<file path="config.mk">
export PLATFORM = sky130hd
export DESIGN_NAME = mips_core
export DESIGN_NICKNAME = d
export VERILOG_FILES = /design/src/source/mips_pkg.sv /design/src/source/mips_core.sv /design/src/source/mem_wb_stage.sv /design/src/source/execute_stage.sv /design/src/source/reg_file.sv /design/src/source/decode_stage.sv /design/src/source/fetch_stage.sv
export VERILOG_INCLUDE_DIRS = /design/src /design/src/include
export SDC_FILE = /design/constraint.sdc
export NUM_CORES = 2
export LEC_CHECK = 0
export BUFFER_PORTS_ARGS = -buffer_cell sky130_fd_sc_hd__buf_2
export CORE_MARGIN = 2
export CORE_UTILIZATION = 64
export DETAILED_ROUTE_END_ITERATION = 6
export PLACE_DENSITY = 0.78
export SLEW_MARGIN = 5
export SYNTH_ARGS = -nofsm -noshare
export SYNTH_HDL_FRONTEND = slang
export SYNTH_HIERARCHICAL = 1
export SYNTH_SLANG_ARGS = --single-unit
</file>
<file path="constraint.sdc">
create_clock -name clk -period 9 [get_ports clk]
set_clock_uncertainty 0.05 [all_clocks]
set_input_delay 1.8 -clock clk [delete_from_list [all_inputs] [get_ports clk]]
set_output_delay 1.8 -clock clk [all_outputs]
set_load 0.02 [all_outputs]
</file>
<file path="src/include/mips_macros.svh">
`ifndef MIPS_MACROS_SVH
`define MIPS_MACROS_SVH

// reset pc, start of the text segment
`define MIPS_TEXT_START 32'h00400000
`define MIPS_REG_COUNT  32

// primary opcodes
`define MIPS_OP_SPECIAL 6'h00
`define MIPS_OP_J       6'h02
`define MIPS_OP_BEQ     6'h04
`define MIPS_OP_BNE     6'h05
`define MIPS_OP_ADDIU   6'h09
`define MIPS_OP_SLTI    6'h0a
`define MIPS_OP_ANDI    6'h0c
`define MIPS_OP_ORI     6'h0d
`define MIPS_OP_XORI    6'h0e
`define MIPS_OP_LUI     6'h0f
`define MIPS_OP_LB      6'h20
`define MIPS_OP_LH      6'h21
`define MIPS_OP_LW      6'h23
`define MIPS_OP_LBU     6'h24
`define MIPS_OP_LHU     6'h25
`define MIPS_OP_SW      6'h2b

// funct codes under SPECIAL
`define MIPS_FN_SLL     6'h00
`define MIPS_FN_SRL     6'h02
`define MIPS_FN_SRA     6'h03
`define MIPS_FN_SLLV    6'h04
`define MIPS_FN_SRLV    6'h06
`define MIPS_FN_SRAV    6'h07
`define MIPS_FN_JR      6'h08
`define MIPS_FN_SYSCALL 6'h0c
`define MIPS_FN_ADDU    6'h21
`define MIPS_FN_SUBU    6'h23
`define MIPS_FN_AND     6'h24
`define MIPS_FN_OR      6'h25
`define MIPS_FN_XOR     6'h26
`define MIPS_FN_NOR     6'h27
`define MIPS_FN_SLT     6'h2a

// alu selects
`define MIPS_ALU_ADD    4'h0
`define MIPS_ALU_SUB    4'h1
`define MIPS_ALU_SLL    4'h2
`define MIPS_ALU_SRL    4'h3
`define MIPS_ALU_SRA    4'h4
`define MIPS_ALU_SLLV   4'h5
`define MIPS_ALU_SRLV   4'h6
`define MIPS_ALU_SRAV   4'h7
`define MIPS_ALU_AND    4'h8
`define MIPS_ALU_OR     4'h9
`define MIPS_ALU_XOR    4'ha
`define MIPS_ALU_NOR    4'hb
`define MIPS_ALU_SLT    4'hc

// load extraction selects
`define MIPS_LOAD_LW    3'h0
`define MIPS_LOAD_LH    3'h1
`define MIPS_LOAD_LHU   3'h2
`define MIPS_LOAD_LB    3'h3
`define MIPS_LOAD_LBU   3'h4
`define MIPS_LOAD_LUI   3'h5

// write-back source
`define MIPS_WB_ALU     1'b0
`define MIPS_WB_LOAD    1'b1

`endif
</file>
<file path="src/source/mips_pkg.sv">
package mips_pkg;

   // data word or byte address
   typedef logic [31:0] word_t;

   // word address, byte address without the low two bits
   typedef logic [29:0] waddr_t;

   // register number
   typedef logic [4:0]  reg_idx_t;

   // raw immediate field of the instruction
   typedef logic [15:0] imm16_t;

   // alu operation select
   typedef logic [3:0]  alu_sel_t;

   // load extraction select, lui included
   typedef logic [2:0]  load_sel_t;

   // write-back source, alu or load path
   typedef logic        wb_sel_t;

   // one enable per byte lane of the data write
   typedef logic [3:0]  byte_en_t;

endpackage

</file>
<file path="src/source/mips_core.sv">
`timescale 1ns/1ps

module mips_core (
   input  logic               clk,
   input  logic               rst_b,
   input  mips_pkg::word_t    inst,
   input  mips_pkg::word_t    mem_rdata,
   output mips_pkg::waddr_t   inst_addr,
   output mips_pkg::waddr_t   mem_addr,
   output mips_pkg::word_t    mem_wdata,
   output mips_pkg::byte_en_t mem_write_en,
   output logic               halted
);

   // fetch
   mips_pkg::word_t     pc_plus4;

   // decode
   mips_pkg::reg_idx_t  rs;
   mips_pkg::reg_idx_t  rt;
   mips_pkg::reg_idx_t  wr_reg;
   mips_pkg::word_t     imm_ext;
   mips_pkg::imm16_t    imm;
   logic [25:0]         jump_index;
   mips_pkg::alu_sel_t  alu_sel;
   logic                alu_src_imm;
   logic                shift_var;
   mips_pkg::load_sel_t load_sel;
   mips_pkg::wb_sel_t   wb_sel;
   logic                reg_we;
   logic                branch_eq;
   logic                branch_ne;
   logic                jump;
   logic                jump_reg;
   logic                halt_req;

   // register read, execute and write-back
   mips_pkg::word_t     rs_data;
   mips_pkg::word_t     rt_data;
   mips_pkg::word_t     alu_out;
   logic                branch_taken;
   mips_pkg::word_t     branch_target;
   mips_pkg::word_t     jump_target;
   mips_pkg::word_t     wr_data;

   fetch_stage u_fetch (
      .clk           (clk),
      .rst_b         (rst_b),
      .halt_req      (halt_req),
      .branch_taken  (branch_taken),
      .jump          (jump),
      .jump_reg      (jump_reg),
      .branch_target (branch_target),
      .jump_target   (jump_target),
      .rs_data       (rs_data),
      .pc            (),
      .pc_plus4      (pc_plus4),
      .inst_addr     (inst_addr),
      .halted        (halted)
   );

   // halted gates the writes in here
   decode_stage u_decode (
      .inst          (inst),
      .halted        (halted),
      .rs            (rs),
      .rt            (rt),
      .wr_reg        (wr_reg),
      .imm_ext       (imm_ext),
      .imm           (imm),
      .jump_index    (jump_index),
      .alu_sel       (alu_sel),
      .alu_src_imm   (alu_src_imm),
      .shift_var     (shift_var),
      .load_sel      (load_sel),
      .wb_sel        (wb_sel),
      .reg_we        (reg_we),
      .mem_write_en  (mem_write_en),
      .branch_eq     (branch_eq),
      .branch_ne     (branch_ne),
      .jump          (jump),
      .jump_reg      (jump_reg),
      .halt_req      (halt_req)
   );

   reg_file u_reg_file (
      .clk           (clk),
      .rst_b         (rst_b),
      .rs            (rs),
      .rt            (rt),
      .wr_reg        (wr_reg),
      .wr_data       (wr_data),
      .we            (reg_we),
      .rs_data       (rs_data),
      .rt_data       (rt_data)
   );

   execute_stage u_execute (
      .rs_data       (rs_data),
      .rt_data       (rt_data),
      .imm_ext       (imm_ext),
      .pc_plus4      (pc_plus4),
      .alu_sel       (alu_sel),
      .alu_src_imm   (alu_src_imm),
      .shift_var     (shift_var),
      .branch_eq     (branch_eq),
      .branch_ne     (branch_ne),
      .jump_index    (jump_index),
      .alu_out       (alu_out),
      .branch_taken  (branch_taken),
      .branch_target (branch_target),
      .jump_target   (jump_target)
   );

   // data memory answers in the same cycle
   mem_wb_stage u_mem_wb (
      .alu_out       (alu_out),
      .rt_data       (rt_data),
      .mem_rdata     (mem_rdata),
      .imm           (imm),
      .load_sel      (load_sel),
      .wb_sel        (wb_sel),
      .mem_addr      (mem_addr),
      .mem_wdata     (mem_wdata),
      .wr_data       (wr_data)
   );

endmodule

</file>
<file path="src/source/mem_wb_stage.sv">
`timescale 1ns/1ps
`include "mips_macros.svh"

module mem_wb_stage (
   input  mips_pkg::word_t     alu_out,
   input  mips_pkg::word_t     rt_data,
   input  mips_pkg::word_t     mem_rdata,
   input  mips_pkg::imm16_t    imm,
   input  mips_pkg::load_sel_t load_sel,
   input  mips_pkg::wb_sel_t   wb_sel,
   output mips_pkg::waddr_t    mem_addr,
   output mips_pkg::word_t     mem_wdata,
   output mips_pkg::word_t     wr_data
);

   mips_pkg::word_t load_data;

   // byte offset dropped, word addressed memory
   assign mem_addr  = alu_out[31:2];
   assign mem_wdata = rt_data;

   // sub-word loads use the low lanes only
   always_comb begin
      case (load_sel)
         `MIPS_LOAD_LW:  load_data = mem_rdata;
         `MIPS_LOAD_LH:  load_data = {{16{mem_rdata[15]}}, mem_rdata[15:0]};
         `MIPS_LOAD_LHU: load_data = {16'h0000, mem_rdata[15:0]};
         `MIPS_LOAD_LB:  load_data = {{24{mem_rdata[7]}}, mem_rdata[7:0]};
         `MIPS_LOAD_LBU: load_data = {24'h00_0000, mem_rdata[7:0]};
         // upper half from imm, lower half zero
         `MIPS_LOAD_LUI: load_data = {imm, 16'h0000};
         default:        load_data = mem_rdata;
      endcase
   end

   // write-back mux
   assign wr_data = (wb_sel == `MIPS_WB_LOAD) ? load_data : alu_out;

endmodule

</file>
<file path="src/source/execute_stage.sv">
`timescale 1ns/1ps
`include "mips_macros.svh"

module execute_stage (
   input  mips_pkg::word_t    rs_data,
   input  mips_pkg::word_t    rt_data,
   input  mips_pkg::word_t    imm_ext,
   input  mips_pkg::word_t    pc_plus4,
   input  mips_pkg::alu_sel_t alu_sel,
   input  logic               alu_src_imm,
   input  logic               shift_var,
   input  logic               branch_eq,
   input  logic               branch_ne,
   input  logic [25:0]        jump_index,
   output mips_pkg::word_t    alu_out,
   output logic               branch_taken,
   output mips_pkg::word_t    branch_target,
   output mips_pkg::word_t    jump_target
);

   mips_pkg::word_t op_b;
   logic [4:0]      shamt;
   logic            rs_eq_rt;

   // second operand, rt or extended immediate
   assign op_b = alu_src_imm ? imm_ext : rt_data;

   // shamt field for fixed shifts, rs low bits otherwise
   assign shamt = shift_var ? rs_data[4:0] : imm_ext[10:6];

   always_comb begin
      case (alu_sel)
         `MIPS_ALU_ADD: alu_out = rs_data + op_b;
         `MIPS_ALU_SUB: alu_out = rs_data - op_b;
         // shifts always act on rt
         `MIPS_ALU_SLL, `MIPS_ALU_SLLV: alu_out = rt_data << shamt;
         `MIPS_ALU_SRL, `MIPS_ALU_SRLV: alu_out = rt_data >> shamt;
         `MIPS_ALU_SRA, `MIPS_ALU_SRAV: alu_out = $signed(rt_data) >>> shamt;
         `MIPS_ALU_AND: alu_out = rs_data & op_b;
         `MIPS_ALU_OR:  alu_out = rs_data | op_b;
         `MIPS_ALU_XOR: alu_out = rs_data ^ op_b;
         `MIPS_ALU_NOR: alu_out = ~(rs_data | op_b);
         // signed compare for slt and slti
         `MIPS_ALU_SLT: alu_out = ($signed(rs_data) < $signed(op_b)) ? 32'd1 : 32'd0;
         default:       alu_out = 32'h0000_0000;
      endcase
   end

   // beq / bne compare
   assign rs_eq_rt     = (rs_data == rt_data);
   assign branch_taken = (branch_eq & rs_eq_rt) | (branch_ne & ~rs_eq_rt);

   // word offset relative to pc+4
   assign branch_target = pc_plus4 + {imm_ext[29:0], 2'b00};

   // region bits from pc+4
   assign jump_target = {pc_plus4[31:28], jump_index, 2'b00};

endmodule

</file>
<file path="src/source/reg_file.sv">
`timescale 1ns/1ps
`include "mips_macros.svh"

module reg_file (
   input  logic               clk,
   input  logic               rst_b,
   input  mips_pkg::reg_idx_t rs,
   input  mips_pkg::reg_idx_t rt,
   input  mips_pkg::reg_idx_t wr_reg,
   input  mips_pkg::word_t    wr_data,
   input  logic               we,
   output mips_pkg::word_t    rs_data,
   output mips_pkg::word_t    rt_data
);

   // $0 has no storage
   mips_pkg::word_t regs [1:`MIPS_REG_COUNT-1];

   always_ff @(posedge clk or negedge rst_b) begin
      if (!rst_b) begin
         for (int i = 1; i < `MIPS_REG_COUNT; i++) begin
            regs[i] <= 32'h0000_0000;
         end
      end else if (we && (wr_reg != 5'd0)) begin
         // writes to $0 are dropped
         regs[wr_reg] <= wr_data;
      end
   end

   // combinational reads, new value seen next cycle
   assign rs_data = (rs == 5'd0) ? 32'h0000_0000 : regs[rs];
   assign rt_data = (rt == 5'd0) ? 32'h0000_0000 : regs[rt];

endmodule

</file>
<file path="src/source/decode_stage.sv">
`timescale 1ns/1ps
`include "mips_macros.svh"

module decode_stage (
   input  mips_pkg::word_t     inst,
   input  logic                halted,
   output mips_pkg::reg_idx_t  rs,
   output mips_pkg::reg_idx_t  rt,
   output mips_pkg::reg_idx_t  wr_reg,
   output mips_pkg::word_t     imm_ext,
   output mips_pkg::imm16_t    imm,
   output logic [25:0]         jump_index,
   output mips_pkg::alu_sel_t  alu_sel,
   output logic                alu_src_imm,
   output logic                shift_var,
   output mips_pkg::load_sel_t load_sel,
   output mips_pkg::wb_sel_t   wb_sel,
   output logic                reg_we,
   output mips_pkg::byte_en_t  mem_write_en,
   output logic                branch_eq,
   output logic                branch_ne,
   output logic                jump,
   output logic                jump_reg,
   output logic                halt_req
);

   logic [5:0]         opcode;
   logic [5:0]         funct;
   logic               sign_ext;
   logic               dst_rd;
   logic               we_raw;
   mips_pkg::byte_en_t store_en;

   // instruction fields
   assign opcode     = inst[31:26];
   assign funct      = inst[5:0];
   assign rs         = inst[25:21];
   assign rt         = inst[20:16];
   assign imm        = inst[15:0];
   assign jump_index = inst[25:0];

   // shamt bits survive either extension
   assign imm_ext = sign_ext ? {{16{imm[15]}}, imm} : {16'h0000, imm};

   // R-type writes rd, everything else writes rt
   assign wr_reg = dst_rd ? inst[15:11] : inst[20:16];

   // no architectural update once halted
   assign reg_we       = we_raw & ~halted;
   assign mem_write_en = halted ? 4'b0000 : store_en;

   always_comb begin
      // unknown encodings fall through as a halt
      alu_sel     = `MIPS_ALU_ADD;
      alu_src_imm = 1'b0;
      shift_var   = 1'b0;
      load_sel    = `MIPS_LOAD_LW;
      wb_sel      = `MIPS_WB_ALU;
      sign_ext    = 1'b1;
      dst_rd      = 1'b0;
      we_raw      = 1'b0;
      store_en    = 4'b0000;
      branch_eq   = 1'b0;
      branch_ne   = 1'b0;
      jump        = 1'b0;
      jump_reg    = 1'b0;
      halt_req    = 1'b1;
      case (opcode)
         `MIPS_OP_SPECIAL: begin
            dst_rd   = 1'b1;
            we_raw   = 1'b1;
            halt_req = 1'b0;
            case (funct)
               `MIPS_FN_ADDU: alu_sel = `MIPS_ALU_ADD;
               `MIPS_FN_SUBU: alu_sel = `MIPS_ALU_SUB;
               `MIPS_FN_AND:  alu_sel = `MIPS_ALU_AND;
               `MIPS_FN_OR:   alu_sel = `MIPS_ALU_OR;
               `MIPS_FN_XOR:  alu_sel = `MIPS_ALU_XOR;
               `MIPS_FN_NOR:  alu_sel = `MIPS_ALU_NOR;
               `MIPS_FN_SLT:  alu_sel = `MIPS_ALU_SLT;
               `MIPS_FN_SLL:  alu_sel = `MIPS_ALU_SLL;
               `MIPS_FN_SRL:  alu_sel = `MIPS_ALU_SRL;
               `MIPS_FN_SRA:  alu_sel = `MIPS_ALU_SRA;
               // variable shifts take the amount from rs
               `MIPS_FN_SLLV: begin
                  alu_sel   = `MIPS_ALU_SLLV;
                  shift_var = 1'b1;
               end
               `MIPS_FN_SRLV: begin
                  alu_sel   = `MIPS_ALU_SRLV;
                  shift_var = 1'b1;
               end
               `MIPS_FN_SRAV: begin
                  alu_sel   = `MIPS_ALU_SRAV;
                  shift_var = 1'b1;
               end
               `MIPS_FN_JR: begin
                  we_raw   = 1'b0;
                  jump_reg = 1'b1;
               end
               default: begin
                  // syscall and unknown funct both stop the core
                  we_raw   = 1'b0;
                  halt_req = 1'b1;
               end
            endcase
         end
         `MIPS_OP_ADDIU, `MIPS_OP_SLTI, `MIPS_OP_ANDI, `MIPS_OP_ORI, `MIPS_OP_XORI: begin
            alu_src_imm = 1'b1;
            we_raw      = 1'b1;
            halt_req    = 1'b0;
            case (opcode)
               `MIPS_OP_SLTI: alu_sel = `MIPS_ALU_SLT;
               `MIPS_OP_ANDI: alu_sel = `MIPS_ALU_AND;
               `MIPS_OP_ORI:  alu_sel = `MIPS_ALU_OR;
               `MIPS_OP_XORI: alu_sel = `MIPS_ALU_XOR;
               default:       alu_sel = `MIPS_ALU_ADD;
            endcase
            // logical immediates are zero extended
            sign_ext = (opcode == `MIPS_OP_ADDIU) || (opcode == `MIPS_OP_SLTI);
         end
         `MIPS_OP_LUI: begin
            // lui rides the load path, built from imm
            load_sel = `MIPS_LOAD_LUI;
            wb_sel   = `MIPS_WB_LOAD;
            we_raw   = 1'b1;
            halt_req = 1'b0;
         end
         `MIPS_OP_LW, `MIPS_OP_LH, `MIPS_OP_LHU, `MIPS_OP_LB, `MIPS_OP_LBU: begin
            alu_src_imm = 1'b1;
            wb_sel      = `MIPS_WB_LOAD;
            we_raw      = 1'b1;
            halt_req    = 1'b0;
            case (opcode)
               `MIPS_OP_LH:  load_sel = `MIPS_LOAD_LH;
               `MIPS_OP_LHU: load_sel = `MIPS_LOAD_LHU;
               `MIPS_OP_LB:  load_sel = `MIPS_LOAD_LB;
               `MIPS_OP_LBU: load_sel = `MIPS_LOAD_LBU;
               default:      load_sel = `MIPS_LOAD_LW;
            endcase
         end
         `MIPS_OP_SW: begin
            // word stores only, all lanes
            alu_src_imm = 1'b1;
            store_en    = 4'b1111;
            halt_req    = 1'b0;
         end
         `MIPS_OP_BEQ: begin
            branch_eq = 1'b1;
            halt_req  = 1'b0;
         end
         `MIPS_OP_BNE: begin
            branch_ne = 1'b1;
            halt_req  = 1'b0;
         end
         `MIPS_OP_J: begin
            jump     = 1'b1;
            halt_req = 1'b0;
         end
         default: begin
            halt_req = 1'b1;
         end
      endcase
   end

endmodule

</file>
<file path="src/source/fetch_stage.sv">
`timescale 1ns/1ps
`include "mips_macros.svh"

module fetch_stage (
   input  logic             clk,
   input  logic             rst_b,
   input  logic             halt_req,
   input  logic             branch_taken,
   input  logic             jump,
   input  logic             jump_reg,
   input  mips_pkg::word_t  branch_target,
   input  mips_pkg::word_t  jump_target,
   input  mips_pkg::word_t  rs_data,
   output mips_pkg::word_t  pc,
   output mips_pkg::word_t  pc_plus4,
   output mips_pkg::waddr_t inst_addr,
   output logic             halted
);

   mips_pkg::word_t next_pc;

   assign pc_plus4 = pc + 32'd4;

   // memory is word addressed
   assign inst_addr = pc[31:2];

   // next pc priority, jr first, then j, then branch
   // no delay slot, so the redirect lands directly
   always_comb begin
      if (jump_reg) begin
         next_pc = rs_data;
      end else if (jump) begin
         next_pc = jump_target;
      end else if (branch_taken) begin
         next_pc = branch_target;
      end else begin
         next_pc = pc_plus4;
      end
   end

   always_ff @(posedge clk or negedge rst_b) begin
      if (!rst_b) begin
         pc     <= `MIPS_TEXT_START;
         halted <= 1'b0;
      end else begin
         // pc stays on the halting instruction
         if (!halted && !halt_req) begin
            pc <= next_pc;
         end
         // sticky until the next reset
         if (halt_req) begin
            halted <= 1'b1;
         end
      end
   end

endmodule

</file>
==> impl_metrics.yaml <==
die:
  io_pins: 163
  start_util_pct: 64.6
  fp.dieW_um: 336
  core_um2: 109000
  die_y_um: 336
  die-area_um2: 113000
  num_rows: 121
power_and_ir_drop:
  p_leak_uw: 0.0359
  p_int_uw: 8080
  switchingPower_uw: 3650
  power.share.switching_pct: 31.1
  p_clk_share_pct: 39.9
  ir_drop_v: 0.000214
  seqPwrFrac_pct: 39.6
  power_density_nw_per_um2: 152
  comb_power_share_pct: 20.4
critical_path:
  max_stage_delay_ns: 0.61
  cp.required_ns: 7.15
  r2r_end: "u_reg_file/regs[160]$_DFFE_PN0P_"
  worstRegToRegCells: 22
  path_class: "in2out"
  crit_path_end_kind: "output pin"
  cp.arrival_ns: 7.23
  reg2reg_slack_ns: 2.72
  cpMaxStageDelayCell: "nand2_1"
  critPathLaunchType: "input port"
  r2r_start: "u_reg_file/regs[512]$_DFFE_PN0P_"
  critPathMaxFanout: 9
  crit_chain: "buf_2 > nand2_1 > o22a_1 > o211ai_1 > inv_1 > ha_1 > inv_1 > or4_4 > a311o_1 > a2111oi_4 > or3_2 > a31o_4 > a21oi_2 > a2111oi_4 > buf_4 > xnor2_1 > o211ai_2 > buf_2"
logic_synthesis:
  syn_area_um2: 70400
  syn_area_per_cell_um2: 11.4
  yosys_warnings: 6
  syn_nets: 6379
  netlist_instances: 6178
placed_design:
  dp_cells: 7377
  globalplace.congestion: 1.07
  place_area_um2: 73100
  dp_slack_ns: -0.114
  dpl.hpwl_um: 172000
  port_buffers: 162
worst_hold_path:
  hold_end: "u_reg_file/regs[600]$_DFFE_PN0P_"
  hp-class: "reg2reg"
  hold_start: "u_reg_file/regs[600]$_DFFE_PN0P_"
  hold_path_depth: 1
global_route:
  grt_pass1_wl_um: 374000
  globalRoute.totalOverflow: 0
  grt_max_degree: 179
  antenna_found_initial: 3
  grtUsageMet3_pct: 13.3
  gr-usage-met2_pct: 67.7
  track_usage_pct: 45.3
  grt_pass1_vias: 56100
  grt.busiest_layer: "met2"
  grt_use_met1_pct: 56.8
timing:
  layout_setup_ws_ns: -0.0845
  period_share_pct: 101
  hold_viol: 0
  setup_viol: 1
  drv_slew: 0
  fmax_mhz: 110
  min_period_ns: 9.08
  slew_headroom_pct: 4.10
  tightestPinTransition_ns: 1.44
  rsz0062_at_grt: "true"
finish:
  multiInputGateArea_um2: 40800
  layout.cells.non_filler: 7581
  final_cell_mix: "mux2_2, dfrtp_1, mux2i_1"
  nets: 6277
  final_common_cell: "mux2_2"
  final_util_pct: 70.6
  area_growth_pct: 9.24
  final_area_um2: 76900
  register_area_um2: 25600
  drive_gt1_share_pct: 36.7
  fillCellCount: 7588
clocking:
  clockBufferDepth: 3
  cts_buffers: 106
  cts.sinks: 1023
  clk_latency_ns: 0.74
  cts_tree: "done"
  clkSlewWorstSetupHoldPaths_ns: 0.06
  cts_hold_buf: 0
  root_buffer: "clkbuf_16"
  htree_levels: 3
route:
  avgRoutedWirePerCell_um: 34.0
  wirelength_um: 258000
  firstDrtPassIters: 7
  drtIter0Drc: 7623
  drc_errors: 0
  vias: 56400
  ant_nets: 0
  routed_via_density: 7.44
job:
  drv_cap: 0
run_status:
  failed_checks: "setup timing"
  status: "finished with violations"
## flip-flops by register name (all words and copies together), names as in the netlist
name             count
u_reg_file/regs    992
u_fetch/pc          30
u_fetch/halted       1
## timing repair
action / in CTS / in global routing
buffers inserted: 3 / 2
gates resized for setup: 1 / 28
setup endpoints to repair: 1 / 7
pin swaps: 2 / 4
## power by group through the flow
stage | clock network [µW] | registers [µW] | logic [µW]
4_1_cts | 4700 | 4650 | 2300
5_1_grt | 4890 | 4650 | 2500
3_5_place_dp | 0 | 4730 | 2290
2_1_floorplan | 0 | 4730 | 1410
6_report | 4680 | 4650 | 2400
3_3_place_gp | 0 | 4730 | 2280
## layer usage
metal | vias to the layer above | wire, µm
li1 | 22800 | -
met1 | 28500 | 92300
met2 | 3949 | 114000
met3 | 1108 | 30400
met4 | 6 | 20900
met5 | - | 35
## final cells by class
class                      instances  area share, %
multi-input combinational       4241           53.1
tap                             1414           2.30
clock inverter                    45          0.865
timing repair buffer             551           5.79
sequential                      1023           33.3
clock buffer                     151           3.95
inverter                         153          0.746
antenna                            3        0.00976
## critical path, delay by kind of cell
| kind | cells | cell delay [ns] |
|---|---|---|
| compound gates | 8 | 2.42 |
| simple gates | 3 | 1.37 |
| buf+inv | 5 | 1.10 |
| fa+ha+maj | 1 | 0.42 |
| xor+xnor | 1 | 0.09 |
## per-stage QoR
step | hold WS (ns) | power (µW) | TNS, ns
floorplan | 0.420 | 6140 | 0
global placement | 0.436 | 7010 | -0.0647
detailed placement | 0.452 | 7020 | -0.114
CTS | 0.465 | 11700 | 0
global route | 0.481 | 12000 | -0.0950
finish | 0.467 | 11700 | -0.0845
## how the worst max path moves through the flow
stage / slack [ns] / cells past startpoint / from / end
finish: -0.08 / 18 / inst[24] / mem_addr[29]
global route: -0.05 / 21 / inst[16] / mem_addr[29]
CTS: 0.004 / 21 / inst[17] / mem_addr[29]
detailed placement: -0.11 / 22 / inst[21] / mem_addr[29]
global placement: -0.06 / 22 / inst[21] / mem_addr[29]
floorplan: 0.56 / 23 / inst[16] / mem_addr[26]
No activity file was read; power rests on OpenSTA's default activity.
